[config.mk]
export PLATFORM = sky130hd
export DESIGN_NAME = seg_display_top
export DESIGN_NICKNAME = d
export VERILOG_FILES = /design/src/logic/ber_pkg.sv /design/src/logic/seg_pkg.sv /design/src/logic/ber_digits.sv /design/src/logic/digit_scanner.sv /design/src/logic/down_counter.sv /design/src/logic/seg_display_top.sv /design/src/logic/seq_divider.sv
export SDC_FILE = /design/constraint.sdc
export NUM_CORES = 1
export LEC_CHECK = 0
export BUFFER_PORTS_ARGS = -buffer_cell sky130_fd_sc_hd__buf_2
export CAP_MARGIN = 15
export CORE_MARGIN = 2
export CORE_UTILIZATION = 40
export DETAILED_ROUTE_END_ITERATION = 12
export HOLD_SLACK_MARGIN = 0.05
export PLACE_DENSITY = 0.55
export SYNTH_ARGS = -nofsm -noshare
export SYNTH_HDL_FRONTEND = slang
export SYNTH_SLANG_ARGS = --single-unit
export TNS_END_PERCENT = 30
[constraint.sdc]
create_clock -name i_clk -period 9.2 [get_ports i_clk]
set_clock_uncertainty 0.05 [all_clocks]
set_input_delay 2.76 -clock i_clk [delete_from_list [all_inputs] [get_ports i_clk]]
set_output_delay 2.76 -clock i_clk [all_outputs]
set_load 0.02 [all_outputs]
[src/logic/ber_pkg.sv]
package ber_pkg;

  typedef logic [6:0]  mode_t;
  typedef logic [57:0] recv_cnt_t;
  typedef logic [63:0] err_cnt_t;
  typedef logic [99:0] scaled_t;   // error count times a power of ten.

  // largest exponent digit the display can show.
  localparam int unsigned EXP_MAX = 9;

  typedef enum logic [1:0] {
    IDLE,
    SCALE,
    DIVIDE,
    DONE
  } ber_state_t;

  // page index, counted down by the page counter.
  typedef logic [1:0] page_t;

  localparam page_t PAGE_MAIN = 2'd2;
  localparam page_t PAGE_SUB  = 2'd1;
  localparam page_t PAGE_BER  = 2'd0;

endpackage

[src/logic/seg_pkg.sv]
package seg_pkg;

  typedef logic [4:0]  glyph_t;      // 0..15 hex, then minus and blank.
  typedef logic [7:0]  segs_t;       // {dp, g, f, e, d, c, b, a}.
  typedef logic [15:0] scan_ticks_t;

  localparam glyph_t GLYPH_MINUS = 5'd16;
  localparam glyph_t GLYPH_BLANK = 5'd17;

  localparam int unsigned SCAN_TICKS_DEF = 49;          // cycles per digit, minus one.
  localparam int unsigned PAGE_TICKS_DEF = 19_999_999;  // cycles per page, minus one.

  // active-high segment pattern of a glyph, decimal point off.
  function automatic segs_t encode_glyph(input glyph_t glyph);
    segs_t segs;
    case (glyph)
      5'd0:        segs = 8'h3f;
      5'd1:        segs = 8'h06;
      5'd2:        segs = 8'h5b;
      5'd3:        segs = 8'h4f;
      5'd4:        segs = 8'h66;
      5'd5:        segs = 8'h6d;
      5'd6:        segs = 8'h7d;
      5'd7:        segs = 8'h07;
      5'd8:        segs = 8'h7f;
      5'd9:        segs = 8'h6f;
      5'd10:       segs = 8'h77;
      5'd11:       segs = 8'h7c;  // lower case b.
      5'd12:       segs = 8'h39;
      5'd13:       segs = 8'h5e;  // lower case d.
      5'd14:       segs = 8'h79;
      5'd15:       segs = 8'h71;
      GLYPH_MINUS: segs = 8'h40;
      default:     segs = 8'h00;  // blank and unused codes.
    endcase
    return segs;
  endfunction

endpackage

[src/logic/ber_digits.sv]
module ber_digits (
  input  logic               i_clk,
  input  logic               i_rst_n,
  input  logic               i_start,
  input  ber_pkg::recv_cnt_t i_recv_cnt,
  input  ber_pkg::err_cnt_t  i_err_cnt,
  output seg_pkg::glyph_t    o_dig0,
  output seg_pkg::glyph_t    o_dig1,
  output seg_pkg::glyph_t    o_dig2,
  output seg_pkg::glyph_t    o_dig3
);

  import ber_pkg::*;
  import seg_pkg::*;

  ber_state_t state_q;
  recv_cnt_t  recv_q;
  scaled_t    scaled_q;
  scaled_t    scaled_x10;
  scaled_t    quot;
  logic [3:0] k_q;          // decimal exponent found while scaling.
  logic       fail_q;
  logic       launch_q;
  logic       reached;
  logic       div_done;
  logic       bad_ratio;
  logic [6:0] m;
  glyph_t     dig0_q;
  glyph_t     dig1_q;
  glyph_t     dig2_q;
  glyph_t     dig3_q;

  assign scaled_x10 = (scaled_q << 3) + (scaled_q << 1);
  assign reached    = scaled_q >= scaled_t'(recv_q);
  assign m          = quot[6:0];
  assign bad_ratio  = fail_q || (quot > scaled_t'(99));

  always_ff @(posedge i_clk) begin
    if (!i_rst_n) begin
      state_q  <= IDLE;
      k_q      <= '0;
      fail_q   <= 1'b0;
      launch_q <= 1'b0;
    end else begin
      launch_q <= 1'b0;
      unique case (state_q)
        IDLE: begin
          if (i_start) begin
            state_q <= SCALE;
            k_q     <= '0;
            fail_q  <= (i_recv_cnt == '0) || (i_err_cnt == '0);  // no ratio to show.
          end
        end
        SCALE: begin
          if (fail_q || (k_q > EXP_MAX)) begin
            fail_q  <= 1'b1;
            state_q <= DONE;
          end else if (reached) begin
            launch_q <= 1'b1;  // one more x10 lands this edge.
            state_q  <= DIVIDE;
          end else begin
            k_q <= k_q + 1'b1;
          end
        end
        DIVIDE: begin
          if (div_done) begin
            state_q <= DONE;
          end
        end
        DONE: state_q <= IDLE;
      endcase
    end
  end

  // every scaling cycle multiplies by ten, the exit cycle included.
  always_ff @(posedge i_clk) begin
    if ((state_q == IDLE) && i_start) begin
      recv_q   <= i_recv_cnt;
      scaled_q <= scaled_t'(i_err_cnt);
    end else if (state_q == SCALE) begin
      scaled_q <= scaled_x10;
    end
  end

  seq_divider #(
    .W_DEND ($bits(scaled_t)),
    .W_DSOR ($bits(recv_cnt_t))
  ) u_div (
    .i_clk      (i_clk),
    .i_rst_n    (i_rst_n),
    .i_start    (launch_q),
    .i_dividend (scaled_q),
    .i_divisor  (recv_q),
    .o_busy     (),
    .o_done     (div_done),
    .o_quot     (quot),
    .o_rem      ()
  );

  always_ff @(posedge i_clk) begin
    if (!i_rst_n) begin
      dig0_q <= GLYPH_BLANK;
      dig1_q <= GLYPH_BLANK;
      dig2_q <= GLYPH_BLANK;
      dig3_q <= GLYPH_BLANK;
    end else if (state_q == DONE) begin
      if (bad_ratio) begin
        dig0_q <= GLYPH_MINUS;
        dig1_q <= GLYPH_MINUS;
        dig2_q <= GLYPH_MINUS;
        dig3_q <= GLYPH_MINUS;
      end else begin
        dig3_q <= glyph_t'(m / 7'd10);  // mantissa tens.
        dig2_q <= glyph_t'(m % 7'd10);
        dig1_q <= GLYPH_MINUS;
        dig0_q <= {1'b0, k_q};
      end
    end
  end

  assign o_dig0 = dig0_q;
  assign o_dig1 = dig1_q;
  assign o_dig2 = dig2_q;
  assign o_dig3 = dig3_q;

endmodule

[src/logic/digit_scanner.sv]
module digit_scanner (
  input  logic                 i_clk,
  input  logic                 i_rst_n,
  input  seg_pkg::scan_ticks_t i_scan_ticks,
  input  seg_pkg::glyph_t      i_dig0,
  input  seg_pkg::glyph_t      i_dig1,
  input  seg_pkg::glyph_t      i_dig2,
  input  seg_pkg::glyph_t      i_dig3,
  output logic [3:0]           o_digit_sel,
  output seg_pkg::segs_t       o_segments
);

  import seg_pkg::*;

  logic       dwell_done;
  logic [3:0] sel_q;
  glyph_t     glyph;
  segs_t      enc;

  // dwell time per digit.
  down_counter #(
    .WIDTH ($bits(scan_ticks_t))
  ) u_dwell (
    .i_clk    (i_clk),
    .i_rst_n  (i_rst_n),
    .i_reload (i_scan_ticks),
    .i_dec    (1'b1),
    .o_zero   (dwell_done),
    .o_count  ()
  );

  always_ff @(posedge i_clk) begin
    if (!i_rst_n) begin
      sel_q <= 4'b0001;
    end else if (dwell_done) begin
      sel_q <= {sel_q[2:0], sel_q[3]};
    end
  end

  always_comb begin
    case (sel_q)
      4'b0001: glyph = i_dig0;
      4'b0010: glyph = i_dig1;
      4'b0100: glyph = i_dig2;
      4'b1000: glyph = i_dig3;
      default: glyph = GLYPH_BLANK;
    endcase
  end

  assign enc         = encode_glyph(glyph);
  assign o_segments  = {1'b0, enc[6:0]};  // decimal point unused.
  assign o_digit_sel = sel_q;

endmodule

[src/logic/down_counter.sv]
module down_counter #(
  parameter int WIDTH = 8
) (
  input  logic             i_clk,
  input  logic             i_rst_n,
  input  logic [WIDTH-1:0] i_reload,
  input  logic             i_dec,
  output logic             o_zero,
  output logic [WIDTH-1:0] o_count
);

  logic [WIDTH-1:0] count_q;

  // step taken at zero, the counter reloads on the same edge.
  assign o_zero  = i_dec && (count_q == '0);
  assign o_count = count_q;

  always_ff @(posedge i_clk) begin
    if (!i_rst_n) begin
      count_q <= i_reload;
    end else if (i_dec) begin
      if (o_zero) begin
        count_q <= i_reload;
      end else begin
        count_q <= count_q - 1'b1;
      end
    end
  end

endmodule

[src/logic/seg_display_top.sv]
module seg_display_top #(
  parameter int unsigned PAGE_TICKS = seg_pkg::PAGE_TICKS_DEF,
  parameter int unsigned SCAN_TICKS = seg_pkg::SCAN_TICKS_DEF
) (
  input  logic               i_clk,
  input  logic               i_rst_n,
  input  ber_pkg::mode_t     i_main_mode,
  input  ber_pkg::mode_t     i_sub_mode,
  input  ber_pkg::recv_cnt_t i_recv_cnt,
  input  ber_pkg::err_cnt_t  i_err_cnt,
  output logic [3:0]         o_digit_sel,
  output seg_pkg::segs_t     o_segments
);

  import seg_pkg::*;
  import ber_pkg::*;

  localparam int PAGE_W = $clog2(PAGE_TICKS + 1);

  logic       page_tick;
  page_t      page;
  page_t      page_q;
  logic       first_cycle;
  logic       start_main;
  logic       start_sub;
  logic       start_ber;
  logic [6:0] main_quot;
  logic [3:0] main_rem;
  logic [6:0] sub_quot;
  logic [3:0] sub_rem;
  glyph_t     ber_dig0;
  glyph_t     ber_dig1;
  glyph_t     ber_dig2;
  glyph_t     ber_dig3;
  glyph_t     dig0;
  glyph_t     dig1;
  glyph_t     dig2;
  glyph_t     dig3;

  down_counter #(
    .WIDTH (PAGE_W)
  ) u_page_tick (
    .i_clk    (i_clk),
    .i_rst_n  (i_rst_n),
    .i_reload (PAGE_W'(PAGE_TICKS)),
    .i_dec    (1'b1),
    .o_zero   (page_tick),
    .o_count  ()
  );

  // runs main, sub, ber and wraps.
  down_counter #(
    .WIDTH ($bits(page_t))
  ) u_page (
    .i_clk    (i_clk),
    .i_rst_n  (i_rst_n),
    .i_reload (PAGE_MAIN),
    .i_dec    (page_tick),
    .o_zero   (),
    .o_count  (page)
  );

  // 3 is never a page, so it marks the first cycle out of reset.
  always_ff @(posedge i_clk) begin
    if (!i_rst_n) begin
      page_q <= 2'd3;
    end else begin
      page_q <= page;
    end
  end

  assign first_cycle = (page_q == 2'd3);

  // each value is computed one page ahead of its display.
  assign start_main = first_cycle || ((page == PAGE_BER) && (page_q != PAGE_BER));
  assign start_sub  = first_cycle || ((page == PAGE_MAIN) && (page_q != PAGE_MAIN));
  assign start_ber  = first_cycle || ((page == PAGE_SUB) && (page_q != PAGE_SUB));

  seq_divider #(
    .W_DEND (7),
    .W_DSOR (4)
  ) u_div_main (
    .i_clk      (i_clk),
    .i_rst_n    (i_rst_n),
    .i_start    (start_main),
    .i_dividend (i_main_mode),
    .i_divisor  (4'd10),
    .o_busy     (),
    .o_done     (),
    .o_quot     (main_quot),
    .o_rem      (main_rem)
  );

  seq_divider #(
    .W_DEND (7),
    .W_DSOR (4)
  ) u_div_sub (
    .i_clk      (i_clk),
    .i_rst_n    (i_rst_n),
    .i_start    (start_sub),
    .i_dividend (i_sub_mode),
    .i_divisor  (4'd10),
    .o_busy     (),
    .o_done     (),
    .o_quot     (sub_quot),
    .o_rem      (sub_rem)
  );

  ber_digits u_ber (
    .i_clk      (i_clk),
    .i_rst_n    (i_rst_n),
    .i_start    (start_ber),
    .i_recv_cnt (i_recv_cnt),
    .i_err_cnt  (i_err_cnt),
    .o_dig0     (ber_dig0),
    .o_dig1     (ber_dig1),
    .o_dig2     (ber_dig2),
    .o_dig3     (ber_dig3)
  );

  // tens above 9 show as a hex glyph.
  always_comb begin
    dig3 = GLYPH_BLANK;
    dig2 = GLYPH_BLANK;
    case (page)
      PAGE_MAIN: begin
        dig1 = {1'b0, main_quot[3:0]};
        dig0 = {1'b0, main_rem};
      end
      PAGE_SUB: begin
        dig1 = {1'b0, sub_quot[3:0]};
        dig0 = {1'b0, sub_rem};
      end
      PAGE_BER: begin
        dig3 = ber_dig3;
        dig2 = ber_dig2;
        dig1 = ber_dig1;
        dig0 = ber_dig0;
      end
      default: begin
        dig1 = GLYPH_BLANK;
        dig0 = GLYPH_BLANK;
      end
    endcase
  end

  digit_scanner u_scan (
    .i_clk        (i_clk),
    .i_rst_n      (i_rst_n),
    .i_scan_ticks (scan_ticks_t'(SCAN_TICKS)),
    .i_dig0       (dig0),
    .i_dig1       (dig1),
    .i_dig2       (dig2),
    .i_dig3       (dig3),
    .o_digit_sel  (o_digit_sel),
    .o_segments   (o_segments)
  );

endmodule

[src/logic/seq_divider.sv]
module seq_divider #(
  parameter int W_DEND = 8,
  parameter int W_DSOR = 8
) (
  input  logic              i_clk,
  input  logic              i_rst_n,
  input  logic              i_start,
  input  logic [W_DEND-1:0] i_dividend,
  input  logic [W_DSOR-1:0] i_divisor,
  output logic              o_busy,
  output logic              o_done,
  output logic [W_DEND-1:0] o_quot,
  output logic [W_DSOR-1:0] o_rem
);

  localparam int W_CNT = (W_DEND > 1) ? $clog2(W_DEND) : 1;

  logic              busy_q;
  logic              done_q;
  logic [W_CNT-1:0]  bit_cnt_q;
  logic [W_DEND-1:0] quot_q;     // dividend shifts out as quotient shifts in.
  logic [W_DSOR-1:0] rem_q;
  logic [W_DSOR-1:0] dsor_q;
  logic [W_DSOR:0]   trial;
  logic              fits;

  // partial remainder with the next dividend bit brought down.
  assign trial = {rem_q, quot_q[W_DEND-1]};
  assign fits  = trial >= {1'b0, dsor_q};

  always_ff @(posedge i_clk) begin
    if (!i_rst_n) begin
      busy_q    <= 1'b0;
      done_q    <= 1'b0;
      bit_cnt_q <= '0;
    end else begin
      done_q <= 1'b0;
      if (busy_q) begin
        if (bit_cnt_q == '0) begin
          busy_q <= 1'b0;
          done_q <= 1'b1;  // quotient complete.
        end else begin
          bit_cnt_q <= bit_cnt_q - 1'b1;
        end
      end else if (i_start) begin
        busy_q    <= 1'b1;
        bit_cnt_q <= W_CNT'(W_DEND - 1);
      end
    end
  end

  always_ff @(posedge i_clk) begin
    if (!busy_q && i_start) begin
      quot_q <= i_dividend;
      rem_q  <= '0;
      dsor_q <= i_divisor;
    end else if (busy_q) begin
      quot_q <= {quot_q[W_DEND-2:0], fits};
      if (fits) begin
        rem_q <= W_DSOR'(trial - {1'b0, dsor_q});
      end else begin
        rem_q <= trial[W_DSOR-1:0];
      end
    end
  end

  assign o_busy = busy_q;
  assign o_done = done_q;
  assign o_quot = quot_q;
  assign o_rem  = rem_q;

endmodule

* Word level (Yosys, flattened, before mapping)
Memory sizes are Yosys's and may differ from the RTL's. Cells that the tools add are included.
Storage, ports and cells: flip-flop bits (word level) 486, ROM bits 224, logic and storage cells 170, output and inout port bits 12, input bits 138, memories kept 1
Cells by class: reductions and logical operators 45, equal/unequal tests 21, magnitude comparators 6, bitwise gates (word level) 2, div/mod/pow operators 2, muxes and demuxes 52, add/sub/neg operators 11
Memories:
- (no name shown) | depth 32, width 7, rd ports 1, clocked after Yosys merged registers in 0, write ports 0, RTL line seg_pkg.sv:16 | case (glyph)
Operators with widths (count):
- 2-to-1 mux 100 bit | 2
- 2-to-1 mux 64 bit | 2
- adder 100 bit | 1
- >= comparator 100 x 58 -> 1 bit | 1
- greater-than comparator 100 x 7 -> 1 bit, second input constant | 1
- zero test 64 bit | 1
- >= comparator 59 x 58 -> 1 bit | 1
- zero test 58 bit | 1
- 2-to-1 mux 58 bit | 1
- subtractor 58 bit | 1
- 2-to-1 mux 7 bit | 7
- one-hot mux 5 bit (3 select lines) | 2
- zero test 25 bit | 1
- 2-to-1 mux 5 bit | 5
- subtractor 25 x 1 -> 25 bit, second input constant | 1
- 2-to-1 mux 4 bit | 5
- one-hot mux 5 bit (4 select lines) | 1
- 2-to-1 mux 3 bit | 6
- nonzero test 2 bit | 9
- zero test 16 bit | 1
- subtractor 16 x 1 -> 16 bit, second input constant | 1
- inequality test 2 bit, second input constant | 7
- 2-to-1 mux 1 bit | 13
- >= comparator 5 x 4 -> 1 bit, second input constant | 2
- other kinds (32) | 66

* Longest topological paths before layout
Gate-level depths: netlist of run 1.
depth after elaboration 5, gate-level depth with buffers 17, mapped depth without buffers 15

* Modules after synthesis
From an unflattened synthesis of run 1, not the netlist that was laid out.
Unflattened totals: cells, all modules 3726, area total of the unflattened synthesis 33573.4 um^2
Modules (own cells, without submodules):
- ber_digits | sequential area each 4844.6 um^2, area each 15105.7 um^2, instances 1, cells each 1786
- seq_divider (u_ber.u_div) | sequential area each 6085.8 um^2, area each 12356.9 um^2, instances 1, cells each 1343
- seq_divider (u_div_main ...) | sequential area each 510.5 um^2, area each 1011.0 um^2, instances 2, cells each 89
- down_counter (u_page_tick) | sequential area each 750.7 um^2, area each 1626.6 um^2, instances 1, cells each 162
- down_counter (u_scan.u_dwell) | sequential area each 480.5 um^2, area each 1113.6 um^2, instances 1, cells each 100
- digit_scanner | sequential area each 80.1 um^2, area each 820.8 um^2, instances 1, cells each 100
- seg_display_top | sequential area each 40.0 um^2, area each 394.1 um^2, instances 1, cells each 46
- down_counter (u_page) | sequential area each 60.1 um^2, area each 133.9 um^2, instances 1, cells each 11

* Worst setup path after synthesis of run 1
Ideal clock, no wire load.
path kind register -> output, start point register u_page.count_q[0], in the netlist u_page.o_count[0], end point output o_segments[5], arrival 2.632 ns, slack 3.758 ns, stages on the path, launching flop included 14, path buffers 1, data required time 6.390 ns, cell sequence dfxtp_1 inv_1 ha_1 clkbuf_1 a22oi_1 nand2_1 a22oi_1 nor2_1 a31oi_1 o22ai_1 inv_1 ha_1 o21ai_0 a221oi_1
Between the ends: word-level cells in the longest chain between the ends 4, elaborated cells between the ends (all ways) 9, classes of those cells 2 x eq/ne; 5 x mux; 1 x reduce/logical; 1 x memory
Ends and longest elaborated chain:
- start, declared | RTL line down_counter.sv:12 | logic [WIDTH-1:0] count_q;
- start signal, assigned | RTL line down_counter.sv:20 | count_q <= i_reload;
- start signal, assigned | RTL line down_counter.sv:23 | count_q <= i_reload;
- start signal, assigned | RTL line down_counter.sv:25 | count_q <= count_q - 1'b1;
- == test 2 x 1 -> 1 bit, or another cell as far along | RTL line seg_display_top.sv:125 | case (page)
- one-hot mux 5 bit (3 select lines) or 2-to-1 mux 5 bit (tied branches) | RTL line seg_display_top.sv:125
- one-hot mux 5 bit (4 select lines) (*) | RTL line digit_scanner.sv:41 | case (sel_q)
- memory (32 x 7 bit) (*)
- end, declared | RTL line seg_display_top.sv:12 | output seg_pkg::segs_t o_segments
Mark *: on every way between the ends. The rest lies on a longest branch, timed or not.

* Worst setup path in the final report of run 1
start point register u_page.count_q[0], in the netlist u_page.o_count[0], end point output o_segments[0]
Same word-level chain as after synthesis.

==> metrics.md, run 1 <==
| Metric | Value |
|---|---|
| DRC Markers | `0` |
| CTS resizes | `0` |
| Final Max Slew Viols | `0` |
| Yosys synthesis warning count | `0` |
| Deepest clock path buffer count | `3` |
| Setup crit end kind | `primary output` |
| VDD IR-drop max | `0.0001778 V` |
| Final non-filler cell total | `around 4500` |
| # Max-Cap Violations | `0` |
| Startpoint class of the critical path | `flop` |
| Hold Crit Start | `u_page_tick.o_count[0]` |
| Slew of the pin with the lowest slew margin | `roughly 1.2 ns` |
| Fillers | `7458` |
| Largest net degree at the start of global routing | `between 150 and 200` |
| Sequential area share after synthesis | `0.4127` |
| Initial antenna violation count | `5` |
| Clock Latency Late Sink | `between 0.6 and 0.7 ns` |
| Die width | `280.9 um` |
| Top Metal Used | `met4` |
| Arrival time at the worst endpoint | `3.64 ns` |
| Fin. Hold Viols | `0` |
| Syn_nets | `3678` |
| Vias in the first global route | `23520` |
| Hold Crit Endpoint | `u_page_tick.o_count[0]` |
| WL met1 | `roughly 43000 um` |
| Port bufs | `148` |
| Syn_area_per_cell | `just over 9 um2` |
| Final period util | `0.7006` |
| Reg clk slew, reported paths | `0.06 ns` |
| CTS Buf Count | `58` |
| Lkg Pwr | `13.77 nW` |
| TritonCTS clock tree | `yes` |
| Reg2reg setup slack | `4.71 ns` |
| Final non-filler cell area | `34180 um2` |
| Period minus WS final | `6.446 ns` |
| Die Ht | `between 200 and 300 um` |
| GRT Resource Usage Total | `0.2151` |
| Post-CTS setup buffers | `0` |
| GRT overflow | `0` |
| Worst path required time | `6.39 ns` |
| DPL Wire Length | `64500 um` |
| Met3 wire len | `around 4300 um` |
| Vias per Instance | `~5.5` |
| Post-Place Cells | `4353` |
| Status | `complete, no violations` |
| First-pass GRT wire length | `133800 um` |
| Dominant synthesized flop cell | `edfxtp_1` |
| Initial Utilization | `0.4037` |
| Post-synthesis cell area | `30660 um2` |
| Drt first pass iters | `5` |
| Core area | `75950 um2` |
| Fin Setup TNS | `0 ns` |
| Antenna viol nets, final | `0` |
| # nets final | `3762` |
| Seq cells post-synth | `485` |
| CTS Sinks | `485` |
| Hold Path Stages | `1` |
| Via count | `24650` |
| Wire per inst | `19.26 um` |
| Worst r2r path cells | `12` |
| Cell variety after synth | `88` |
| Peak Freq | `155.1 MHz` |
| Critical R2R Capture | `u_ber.scaled_q[94]` |
| Post-synth EDFFs | `294` |
| Share of cells above drive strength 1 | `0.1168` |
| Boundary pin count | `150` |
| CTS Hold Bufs | `0` |
| CP Class | `reg2out` |
| Gpl congestion | `0.9322` |
| Max FO, Critical Path | `12` |
| Clk root buf | `clkbuf_16` |
| Synth-to-Final Area Change | `11.48%` |
| Headroom to the max-slew limit | `0.2021` |
| Drt total wl | `86000 um` |
| Pwr Density | `332.6 nW/um2` |
| DIE AREA | `78880 um2` |
| Setup-failing EPs final | `0` |
| Critical R2R Launch | `u_ber.scaled_q[42]` |
| Area after DPL | `32320 um2` |
| RSZ-0062 raised after global routing | `false` |
| Hold crit path type | `reg2reg` |
| Syn Inst Count | `between 3000 and 4000` |
| 1st-iter DRT viols | `1955` |
| Metal2 WL | `between 30000 and 40000 um` |
| H-Tree Depth | `2` |
| FP Rows | `101` |
| Ys async rst share | `0` |
## registers in the layout, indices dropped and copies added, names as in the netlist, 5 cells and up
register	count
u_scan.u_dwell.o_count	16
u_ber.u_div.dsor_q	58
u_ber.o_dig0	5
u_ber.scaled_q	100
u_page_tick.o_count	25
u_ber.u_div.o_rem	58
u_ber.u_div.bit_cnt_q	7
u_ber.u_div.o_quot	100
u_div_main.o_quot	7
u_ber.o_dig2	5
u_ber.recv_q	58
u_div_sub.o_quot	7
## layout by cell type (no fill, tap or decap), types with 31 or more instances in the layout
| cell type | Yosys | routed |
|---|---|---|
| a21o_1 | 106 | 106 |
| a21oi_1 | 275 | 275 |
| a22o_1 | 47 | 47 |
| a31oi_1 | 35 | 35 |
| buf_2 | 12 | 150 |
| clkbuf_16 | 0 | 58 |
| dfxtp_1 | 191 | 190 |
| edfxtp_1 | 294 | 294 |
| ha_1 | 239 | 238 |
| inv_1 | 201 | 199 |
| mux2_2 | 106 | 106 |
| mux2i_1 | 31 | 31 |
| nand2_1 | 310 | 310 |
| nand2b_1 | 38 | 37 |
| nand3_1 | 67 | 67 |
| nand4_1 | 64 | 64 |
| nor2_1 | 235 | 233 |
| nor2b_1 | 36 | 36 |
| nor3_1 | 56 | 56 |
| nor4_1 | 87 | 86 |
| o21ai_0 | 215 | 215 |
| xnor2_1 | 107 | 107 |
| xor2_1 | 72 | 72 |
## per-stage QoR
step	setup WS [ns]	hold WS [ns]	power, W	utilization
finish	2.754	0.3503	0.01137	0.4500
global route	2.510	0.3674	0.01219	0.4500
CTS	2.717	0.3571	0.01138	0.4499
detailed placement	3.417	0.3414	0.009061	0.4255
global placement	3.467	0.3366	0.009061	0.4254
floorplan	3.758	0.3211	0.007567	-
## layer usage
metal | vias up | GRT usage
li1 | 12310 | -
met1 | 11660 | 0.3187
met2 | 553 | 0.3262
met3 | 117 | 0.02669
met4 | 0 | 0.06335
met5 | - | 0
## critical path: stages, from the launching register on
cell	delay, ns
dfxtp_1	0.41
inv_1	0.10
ha_1	0.36
a222oi_1	0.45
o22ai_1	0.15
a21oi_1	0.75
nand2_1	0.23
o22ai_1	0.23
a31oi_1	0.06
nor2_1	0.10
buf_2	0.18
## area by class of cell
cell class / count / area (um2) / area share
Multi-Input combinational cell: 2472 / 16740 / 0.4899
Sequential cell: 485 / 12650 / 0.3702
Clock buffer: 71 / 1500 / 0.04389
Tap cell: 1030 / 1289 / 0.03771
Timing Repair Buffer: 164 / 868.3 / 0.02541
Inverter: 202 / 763.2 / 0.02233
Clock inverter: 38 / 350.3 / 0.01025
Antenna cell: 4 / 10.01 / 0.0002929
## report_power, final
group | leakage, nW | switching [W] | internal [W]
clock network | 0.905 | 0.000977 | 0.00128
logic | 8.55 | 0.00328 | 0.00215
registers | 4.31 | 0.000624 | 0.00306
## kinds of logic (layout without fill, tap and decap cells)
family	after synthesis	in the layout	synth area share
compound gates	909	909	0.1873
xor+xnor	179	179	0.05113
fa+ha+maj	242	242	0.09917
buf+inv	342	475	0.04256
flops	485	485	0.4127
mux	137	137	0.04905
other cells	1	5	0.0001223
simple gates	1004	1004	0.1580
## synth_stat cells, types with 16 or more instances
library cell	count	area, um2
clkbuf_1	121	454.2
mux2i_1	31	310.3
nor3_1	56	280.3
xnor2_1	107	937.2
inv_1	201	754.5
nand2b_1	38	237.7
xor2_1	72	630.6
a22o_1	47	411.6
and2_1	21	131.4
mux2_2	106	1194
or3_1	16	100.1
o211ai_1	18	135.1
dfxtp_1	191	3824
nor4_1	87	544.3
nand3_1	67	335.3
a21o_1	106	795.8
ha_1	239	2990
a21oi_1	275	1376
nand2_1	310	1164
nand4_1	64	400.4
edfxtp_1	294	8828
a31oi_1	35	219.0
and3_1	20	125.1
o21a_1	23	172.7
a211oi_1	17	127.6
nor2b_1	36	225.2
o21bai_1	26	195.2
a22oi_1	16	120.1
nor2_1	235	882.1
o21ai_0	215	1076
## worst max path at each step
stage                 startpoint  slack, ns       endpoint  cells after the start
6_report       u_page.o_count[0]       2.75  o_segments[0]                     10
5_1_grt        u_page.o_count[0]       2.51  o_segments[0]                     10
4_1_cts        u_page.o_count[0]       2.72  o_segments[0]                     10
3_5_place_dp   u_page.o_count[0]       3.42  o_segments[0]                     10
3_3_place_gp       i_err_cnt[62]       3.47   u_ber.fail_q                      6
2_1_floorplan  u_page.o_count[0]       3.76  o_segments[5]                     13
Power figures use the tool's default switching activity.
==> run 2: changes to the inputs <==
Settings changed: PLACE_DENSITY 0.55 to 0.57.
Clock period 9.2 ns to 5.4 ns, I/O delays scaled along.
==> run 2 against run 1 <==
Register-to-register slack lost 3.6 ns. Utilization down 0.076 points. First-iteration DRC count hardly changed. Critical path type unchanged. Worst setup slack worse by 2.4 ns. Combinational power rose by 71%. Global-route usage increased by 0.17 points.
==> metrics.md, run 2 (same netlist as run 1, synthesis figures left out) <==
| Metric | Value |
|---|---|
| Arrival time at the worst endpoint | `3.35 ns (-0.29 ns)` |
| Share of cells above drive strength 1 | `0.1157 (-0.001166)` |
| CTS Buf Count | `57 (-1.7%)` |
| # nets final | `3767 (+0.13%)` |
| DRC Markers | `0 (unchanged)` |
| Antenna viol nets, final | `0 (unchanged)` |
| Initial antenna violation count | `3 (-2)` |
| Hold Path Stages | `1 (unchanged)` |
| Boundary pin count | `150 (unchanged)` |
| Critical R2R Launch | `u_ber.scaled_q[3]` |
| Most common cell after layout, fill and taps aside | `nand2_1` |
| Fillers | `7389 (-0.93%)` |
| Hold Crit Endpoint | `u_page_tick.o_count[0]` |
| Crit-path cells | `inv_1 -> ha_1 -> a222oi_1 -> o22ai_1 -> nand2_1 -> o21ai_0 -> inv_1 -> ha_1 -> nor3_1 -> a311oi_1 -> buf_2` |
| CTS Sinks | `485 (unchanged)` |
| Fin. Hold Viols | `0 (unchanged)` |
| Worst r2r path cells | `13 (+1)` |
| Vias in the first global route | `23630 (+0.45%)` |
| VDD IR-drop max | `0.0003316 V (+86%)` |
| Clock Latency Late Sink | `0.62 ns (-0.02 ns)` |
| Antenna cell count | `0 (-4)` |
| Max FO, Critical Path | `11 (-1)` |
| Peak Freq | `between 150 and 200 MHz` |
| Internal Power | `0.01100 W (+70%)` |
| Via count | `24960 (+1.3%)` |
| Largest net degree at the start of global routing | `73 (-52%)` |
| Clk network pwr share | `0.194 (-0.005)` |
| Wire per inst | `19.40 um (+0.73%)` |
| Setup-failing EPs final | `0 (unchanged)` |
| Status | `complete, no violations` |
| Clk root buf | `clkbuf_16` |
| Critical R2R Capture | `u_ber.scaled_q[54]` |
| Pwr Density | `563.9 nW/um2 (+70%)` |
| Register area | `12650 um2 (unchanged)` |
| Period minus WS final | `~5 ns` |
| Drt first pass iters | `5 (unchanged)` |
| Placement Setup Slack | `1.006 ns (-2.411 ns)` |
| Combinational share of power | `0.484 (+0.007)` |
| Die Ht | `280.9 um (unchanged)` |
| Reg clk slew, reported paths | `0.06 ns (about the same)` |
| DPL Wire Length | `65010 um (+0.78%)` |
| GRT overflow | `0 (unchanged)` |
| FP Rows | `101 (unchanged)` |
| H-Tree Depth | `2 (unchanged)` |
| GRT Resource Usage Total | `0.2169 (+0.001736)` |
| Net Sw Power | `0.008235 W (+69%)` |
| 1st-iter DRT viols | `1956 (+0.051%)` |
| Core area | `75950 um2 (unchanged)` |
| Headroom to the max-slew limit | `0.2648 (+0.06273)` |
| Hold Crit Start | `u_page_tick.o_count[0]` |
| Port bufs | `148 (unchanged)` |
| Setup crit end kind | `primary output` |
| Initial Utilization | `0.4037 (unchanged)` |
| CTS Hold Bufs | `0 (unchanged)` |
| Slowest cell on crit path | `dfxtp_1` |
| Delay of the slowest critical-path stage | `0.40 ns (-0.35 ns)` |
| # Max-Cap Violations | `0 (unchanged)` |
| Final Max Slew Viols | `0 (unchanged)` |
| Startpoint class of the critical path | `flop` |
| Slew of the pin with the lowest slew margin | `1.093 ns (-0.09323 ns)` |
| Delay-heaviest family, CP | `compound AO/OA/AOI/OAI gates` |
| Die width | `280.9 um (unchanged)` |
| Hold crit path type | `reg2reg` |
| RSZ-0062 raised after global routing | `false` |
| Final worst slack | `0.3799 ns (-2.374 ns)` |
| Seq pwr share | `0.323 (about the same)` |
| Most frequent cells in the layout | `310 x nand2_1, 294 x edfxtp_1, 275 x a21oi_1` |
| Crit path from | `u_page.o_count[0]` |
| First-pass GRT wire length | `135400 um (+1.2%)` |
| CP Class | `reg2out` |
| Buf/Inv on CP | `3 (+1)` |
| Vias per Instance | `5.595 (+1.4%)` |
| Drt total wl | `86550 um (+0.64%)` |
| Gpl congestion | `0.9466 (+1.5%)` |
| Reg2reg setup slack | `1.14 ns (-3.57 ns)` |
| Net Sw Frac | `0.4280 (-0.001319)` |
| Worst path required time | `3.73 ns (-2.66 ns)` |
| Multi-input gate area | `16750 um2 (about the same)` |
| Fin Setup TNS | `0 ns (unchanged)` |
| Deepest clock path buffer count | `3 (unchanged)` |
| Synth-to-Final Area Change | `11.29%` |
| DIE AREA | `78880 um2 (unchanged)` |
| Final period util | `0.9297` |
| TritonCTS clock tree | `yes` |
| Lkg Pwr | `13.76 nW (about the same)` |
==> run 2: cell count changes in the layout (fill, tap and decap cells not counted), sizes merged, moves of 3 or more <==
cell      change
clkinvlp      -3
clkbuf        +8
clkinv        -9
diode         -4
buf           +6
==> run 2: cell type report <==
| cell class | instances | share of cell area |
|---|---|---|
| Clock inverter | 24 | 0.006454 |
| Timing Repair Buffer | 170 | 0.02684 |
| Inverter | 202 | 0.02237 |
| Multi-Input combinational cell | 2472 | 0.4909 |
| Sequential cell | 485 | 0.3708 |
| Tap cell | 1030 | 0.03777 |
| Clock buffer | 79 | 0.04481 |
==> run 2: worst max-delay path by stage <==
stage               endpoint  slack, ns  cells past startpoint
5_1_grt        o_segments[5]       0.08                     13
6_report       o_segments[2]       0.38                     11
3_3_place_gp    u_ber.fail_q       0.99                      7
3_5_place_dp   o_segments[2]       1.01                     12
2_1_floorplan  o_segments[5]       1.10                     13
4_1_cts        o_segments[6]       0.30                     14
==> run 2: power by group through the flow <==
stage | Sequential [W] | Clock, W | Combinational (W)
4_1_cts | 0.00617 | 0.00383 | 0.00921
6_report | 0.00621 | 0.00373 | 0.00930
3_3_place_gp | 0.00622 | 0 | 0.00918
2_1_floorplan | 0.00573 | 0 | 0.00716
5_1_grt | 0.00628 | 0.00396 | 0.0104
3_5_place_dp | 0.00624 | 0 | 0.00914
==> run 2: repair_timing <==
item	in CTS	in global routing
buffers inserted	0	0
gates resized for setup	0	1
endpoints found under the setup margin	0	1
==> run 2: metrics by stage <==
step / total power (W) / instance area (um2) / util / hold slack (ns) / cells
2_1_floorplan: 0.01289 / 30660 / - / 0.3211 / 3299
3_3_place_gp: 0.01540 / 32350 / 0.4260 / 0.3340 / 4357
3_5_place_dp: 0.01537 / 32360 / 0.4261 / 0.3451 / 4358
4_1_cts: 0.01920 / 34110 / 0.4491 / 0.3583 / 4461
5_1_grt: 0.02061 / 34120 / 0.4493 / 0.3685 / 4462
6_report: 0.01924 / 34120 / 0.4493 / 0.3513 / 4462
==> run 2: routing by layer <==
| metal | routed length (um) | track usage | vias up |
|---|---|---|---|
| li1 | - | - | 12300 |
| met1 | 42790 | 0.3223 | 11970 |
| met2 | 37550 | 0.3340 | 595 |
| met3 | 4528 | 0.02851 | 102 |
| met4 | 1684 | 0.04744 | 0 |
| met5 | 0 | 0 | - |
==> run 3: changes to the inputs <==
Settings changed: ABC_AREA set to 1, CORE_UTILIZATION 40 to 35, PLACE_DENSITY 0.57 to 0.51.
==> run 3 against run 2 <==
Via count up 30%. Clock power up 9.4%. Synthesized area rose by 12%. Worst hold slack lost 0.010 ns. First-iteration DRC count increased by 20%. Global-route usage increased by 3.0 points. Combinational power rose by 25%. Critical endpoint is now o_segments[5]. Largest power group unchanged. Highest routed layer unchanged.
==> metrics.md, run 3 <==
| Metric | Value |
|---|---|
| Setup crit end | `o_segments[5]` |
| FP Rows | `114 (+13%)` |
| Worst r2r path cells | `18 (+5)` |
| Vias per Instance | `5.121 (-8.5%)` |
| Pwr Density | `571.4 nW/um2 (+1.3%)` |
| Via count | `32420 (+30%)` |
| Drt total wl | `125000 um (+44%)` |
| DPL Wire Length | `102400 um (+58%)` |
| RSZ-0062 raised after global routing | `false` |
| Wire per inst | `19.75 um (+1.8%)` |
| Top Metal Used | `met4` |
| Peak Freq | `205.0 MHz (+2.9%)` |
| Port bufs | `148 (unchanged)` |
| VDD IR-drop max | `0.0003727 V (+12%)` |
| Antenna viol nets, final | `0 (unchanged)` |
| Syn_nets | `5238 (+42%)` |
| Metal2 WL | `58980 um (+57%)` |
| Syn Inst Count | `4859 (+47%)` |
| CTS Buf Count | `58 (+1.8%)` |
| Arrival time at the worst endpoint | `3.21 ns (-0.14 ns)` |
| Fin Setup TNS | `0 ns (unchanged)` |
| Gpl congestion | `1.027 (+8.5%)` |
| CP Class | `reg2out` |
| Die width | `316.7 um (+13%)` |
| Final Max Slew Viols | `0 (unchanged)` |
| Boundary pin count | `150 (unchanged)` |
| GRT Resource Usage Total | `0.2473 (+0.03043)` |
| Worst path required time | `3.73 ns (about the same)` |
| Clk root buf | `clkbuf_16` |
| Die Ht | `316.7 um (+13%)` |
| Leading area contributor after synthesis | `edfxtp_1` |
| Share of the synthesized area in the top cell type | `0.2580 (-0.02995)` |
| Post-CTS setup buffers | `0 (unchanged)` |
| Most common cell after layout, fill and taps aside | `nand2_1` |
| CTS Sinks | `485 (unchanged)` |
| Slew of the pin with the lowest slew margin | `1.324 ns (+0.2314 ns)` |
| Cell variety after synth | `59 (-33%)` |
| Largest net degree at the start of global routing | `183 (+150%)` |
| Period minus WS final | `4.878 ns (-0.1425 ns)` |
| Met3 wire len | `4929 um (+8.9%)` |
| Syn_area_per_cell | `7.042 um2 (-24%)` |
| Ys async rst share | `0 (unchanged)` |
| Yosys synthesis warning count | `0 (unchanged)` |
| Initial Utilization | `0.3533 (-0.05036)` |
| Hold crit path type | `reg2reg` |
| Crit path from | `u_page.o_count[0]` |
| # Max-Cap Violations | `0 (unchanged)` |
| Initial antenna violation count | `7 (+4)` |
| Synth cell count leaders | `1134 x nand2_1, 766 x inv_1, 552 x nor2_1` |
| Dominant synthesized flop cell | `edfxtp_1` |
| Synth-to-Final Area Change | `12.16%` |
| Headroom to the max-slew limit | `0.1091 (-0.1557)` |
| 1st-iter DRT viols | `2339 (+20%)` |
| Status | `complete, no violations` |
| DIE AREA | `100300 um2 (+27%)` |
| Lkg Pwr | `16.64 nW (+21%)` |
| Seq cells post-synth | `485 (unchanged)` |
| Vias in the first global route | `31950 (+35%)` |
| Reg2reg setup slack | `1.70 ns (+0.56 ns)` |
| DRC Markers | `0 (unchanged)` |
| Critical R2R Launch | `u_ber.scaled_q[2]` |
| # nets final | `5380 (+43%)` |
| Clock Latency Late Sink | `0.68 ns (+0.06 ns)` |
| Dominant cells by area after synthesis | `edfxtp_1 26%, nand2_1 12%, dfxtp_1 11%, ha_1 8.7%, inv_1 8.4%` |
| Area after DPL | `36390 um2 (+12%)` |
| Final period util | `0.9033 (-0.02639)` |
| Fin. Hold Viols | `0 (unchanged)` |
| Startpoint class of the critical path | `flop` |
| Max FO, Critical Path | `8 (-3)` |
| Most frequent cell after synthesis | `nand2_1` |
| WL met1 | `56100 um (+31%)` |
| Most frequent cells in the layout | `1132 x nand2_1, 763 x inv_1, 550 x nor2_1` |
| Critical R2R Capture | `u_ber.scaled_q[57]` |
| TritonCTS clock tree | `yes` |
| Post-synthesis cell area | `34220 um2 (+12%)` |
| First-pass GRT wire length | `189100 um (+40%)` |
| Hold Crit Start | `u_page_tick.o_count[0]` |
| Setup-failing EPs final | `0 (unchanged)` |
| GRT overflow | `0 (unchanged)` |
| Setup crit end kind | `primary output` |
| Post-synth EDFFs | `294 (unchanged)` |
| Core area | `96850 um2 (+28%)` |
| Share of cells above drive strength 1 | `0.06533 (-0.05034)` |
| Final non-filler cell area | `38380 um2 (+12%)` |
| Reg clk slew, reported paths | `0.06 ns (about the same)` |
| Drt first pass iters | `5 (unchanged)` |
| Deepest clock path buffer count | `3 (unchanged)` |
| Sequential area share after synthesis | `0.3697 (-0.04293)` |
| H-Tree Depth | `2 (unchanged)` |
-- run 3: report_power, final --
| part | leakage (nW) | total [W] | switching (W) | internal, W |
|---|---|---|---|---|
| clock | 0.958 | 0.00408 | 0.00170 | 0.00239 |
| sequential | 4.33 | 0.00626 | 0.000918 | 0.00534 |
| combinational | 11.4 | 0.0116 | 0.00805 | 0.00353 |
-- run 3: how the worst min path moves through the flow --
stage | to | cells past startpoint
after floorplan | u_scan.u_dwell.o_count[0] | 1
after global placement | u_scan.u_dwell.o_count[0] | 1
after detailed placement | u_page_tick.o_count[0] | 1
after CTS | u_page_tick.o_count[0] | 1
after global routing | u_page_tick.o_count[0] | 1
final | u_page_tick.o_count[0] | 1
-- run 3: metrics by stage --
stage / power [W] / worst slack, ns / hold slack (ns) / utilization / instances
after detailed placement: 0.01779 / 1.019 / 0.3289 / 0.3757 / 6217
after CTS: 0.02197 / 0.2909 / 0.3427 / 0.3962 / 6327
after global routing: 0.02368 / 0.1917 / 0.3642 / 0.3963 / 6330
final: 0.02193 / 0.5224 / 0.3411 / 0.3963 / 6330
after floorplan: 0.01383 / 1.271 / 0.3155 / - / 4859
after global placement: 0.01775 / 0.7565 / 0.3258 / 0.3755 / 6216
-- run 3: area by class of cell --
| class | count | area, um2 |
|---|---|---|
| fillers | 10380 | 58470 |
| multi-input cells | 3520 | 18340 |
| flip-flops and latches | 485 | 12650 |
| inverters | 768 | 2890 |
| clock buffers | 76 | 1600 |
| well taps | 1276 | 1597 |
| repair buffers | 168 | 915.9 |
| clock inverters | 34 | 380.4 |
| diodes | 3 | 7.507 |
-- run 3: kinds of logic (layout without fill, tap and decap cells) --
family          count (synthesis)  count (layout)  synth area share
other cells                     1               4         0.0001096
simple gates                 2203            2203            0.2705
buf+inv                       854            1046           0.09580
flops                         485             485            0.3697
fa+ha+maj                     241             241           0.08856
xor+xnor                       84              84           0.02150
compound gates                991             991            0.1538
-- run 3: repair_timing --
item	in CTS	in global routing
hold buffers	0	0
gates resized for setup	0	1
setup endpoints to repair	0	2
-- run 3: critical path, cell delays in order, from the launching register on --
cell and delay (ns):
dfxtp_1 0.38, inv_1 0.10, ha_1 0.31, nand2_1 0.11
nand2_1 0.06, a211oi_1 0.23, o22ai_1 0.14, nor3_2 0.25
inv_1 0.15, ha_1 0.22, inv_1 0.07, nand2_1 0.06
nand2_1 0.08, o21ai_0 0.09, a21oi_1 0.14, buf_2 0.18
-- run 3: metal layers --
metal	vias up	GRT usage
li1	16400	-
met1	15210	0.3199
met2	640	0.4253
met3	174	0.02662
met4	0	0.09069
met5	-	0
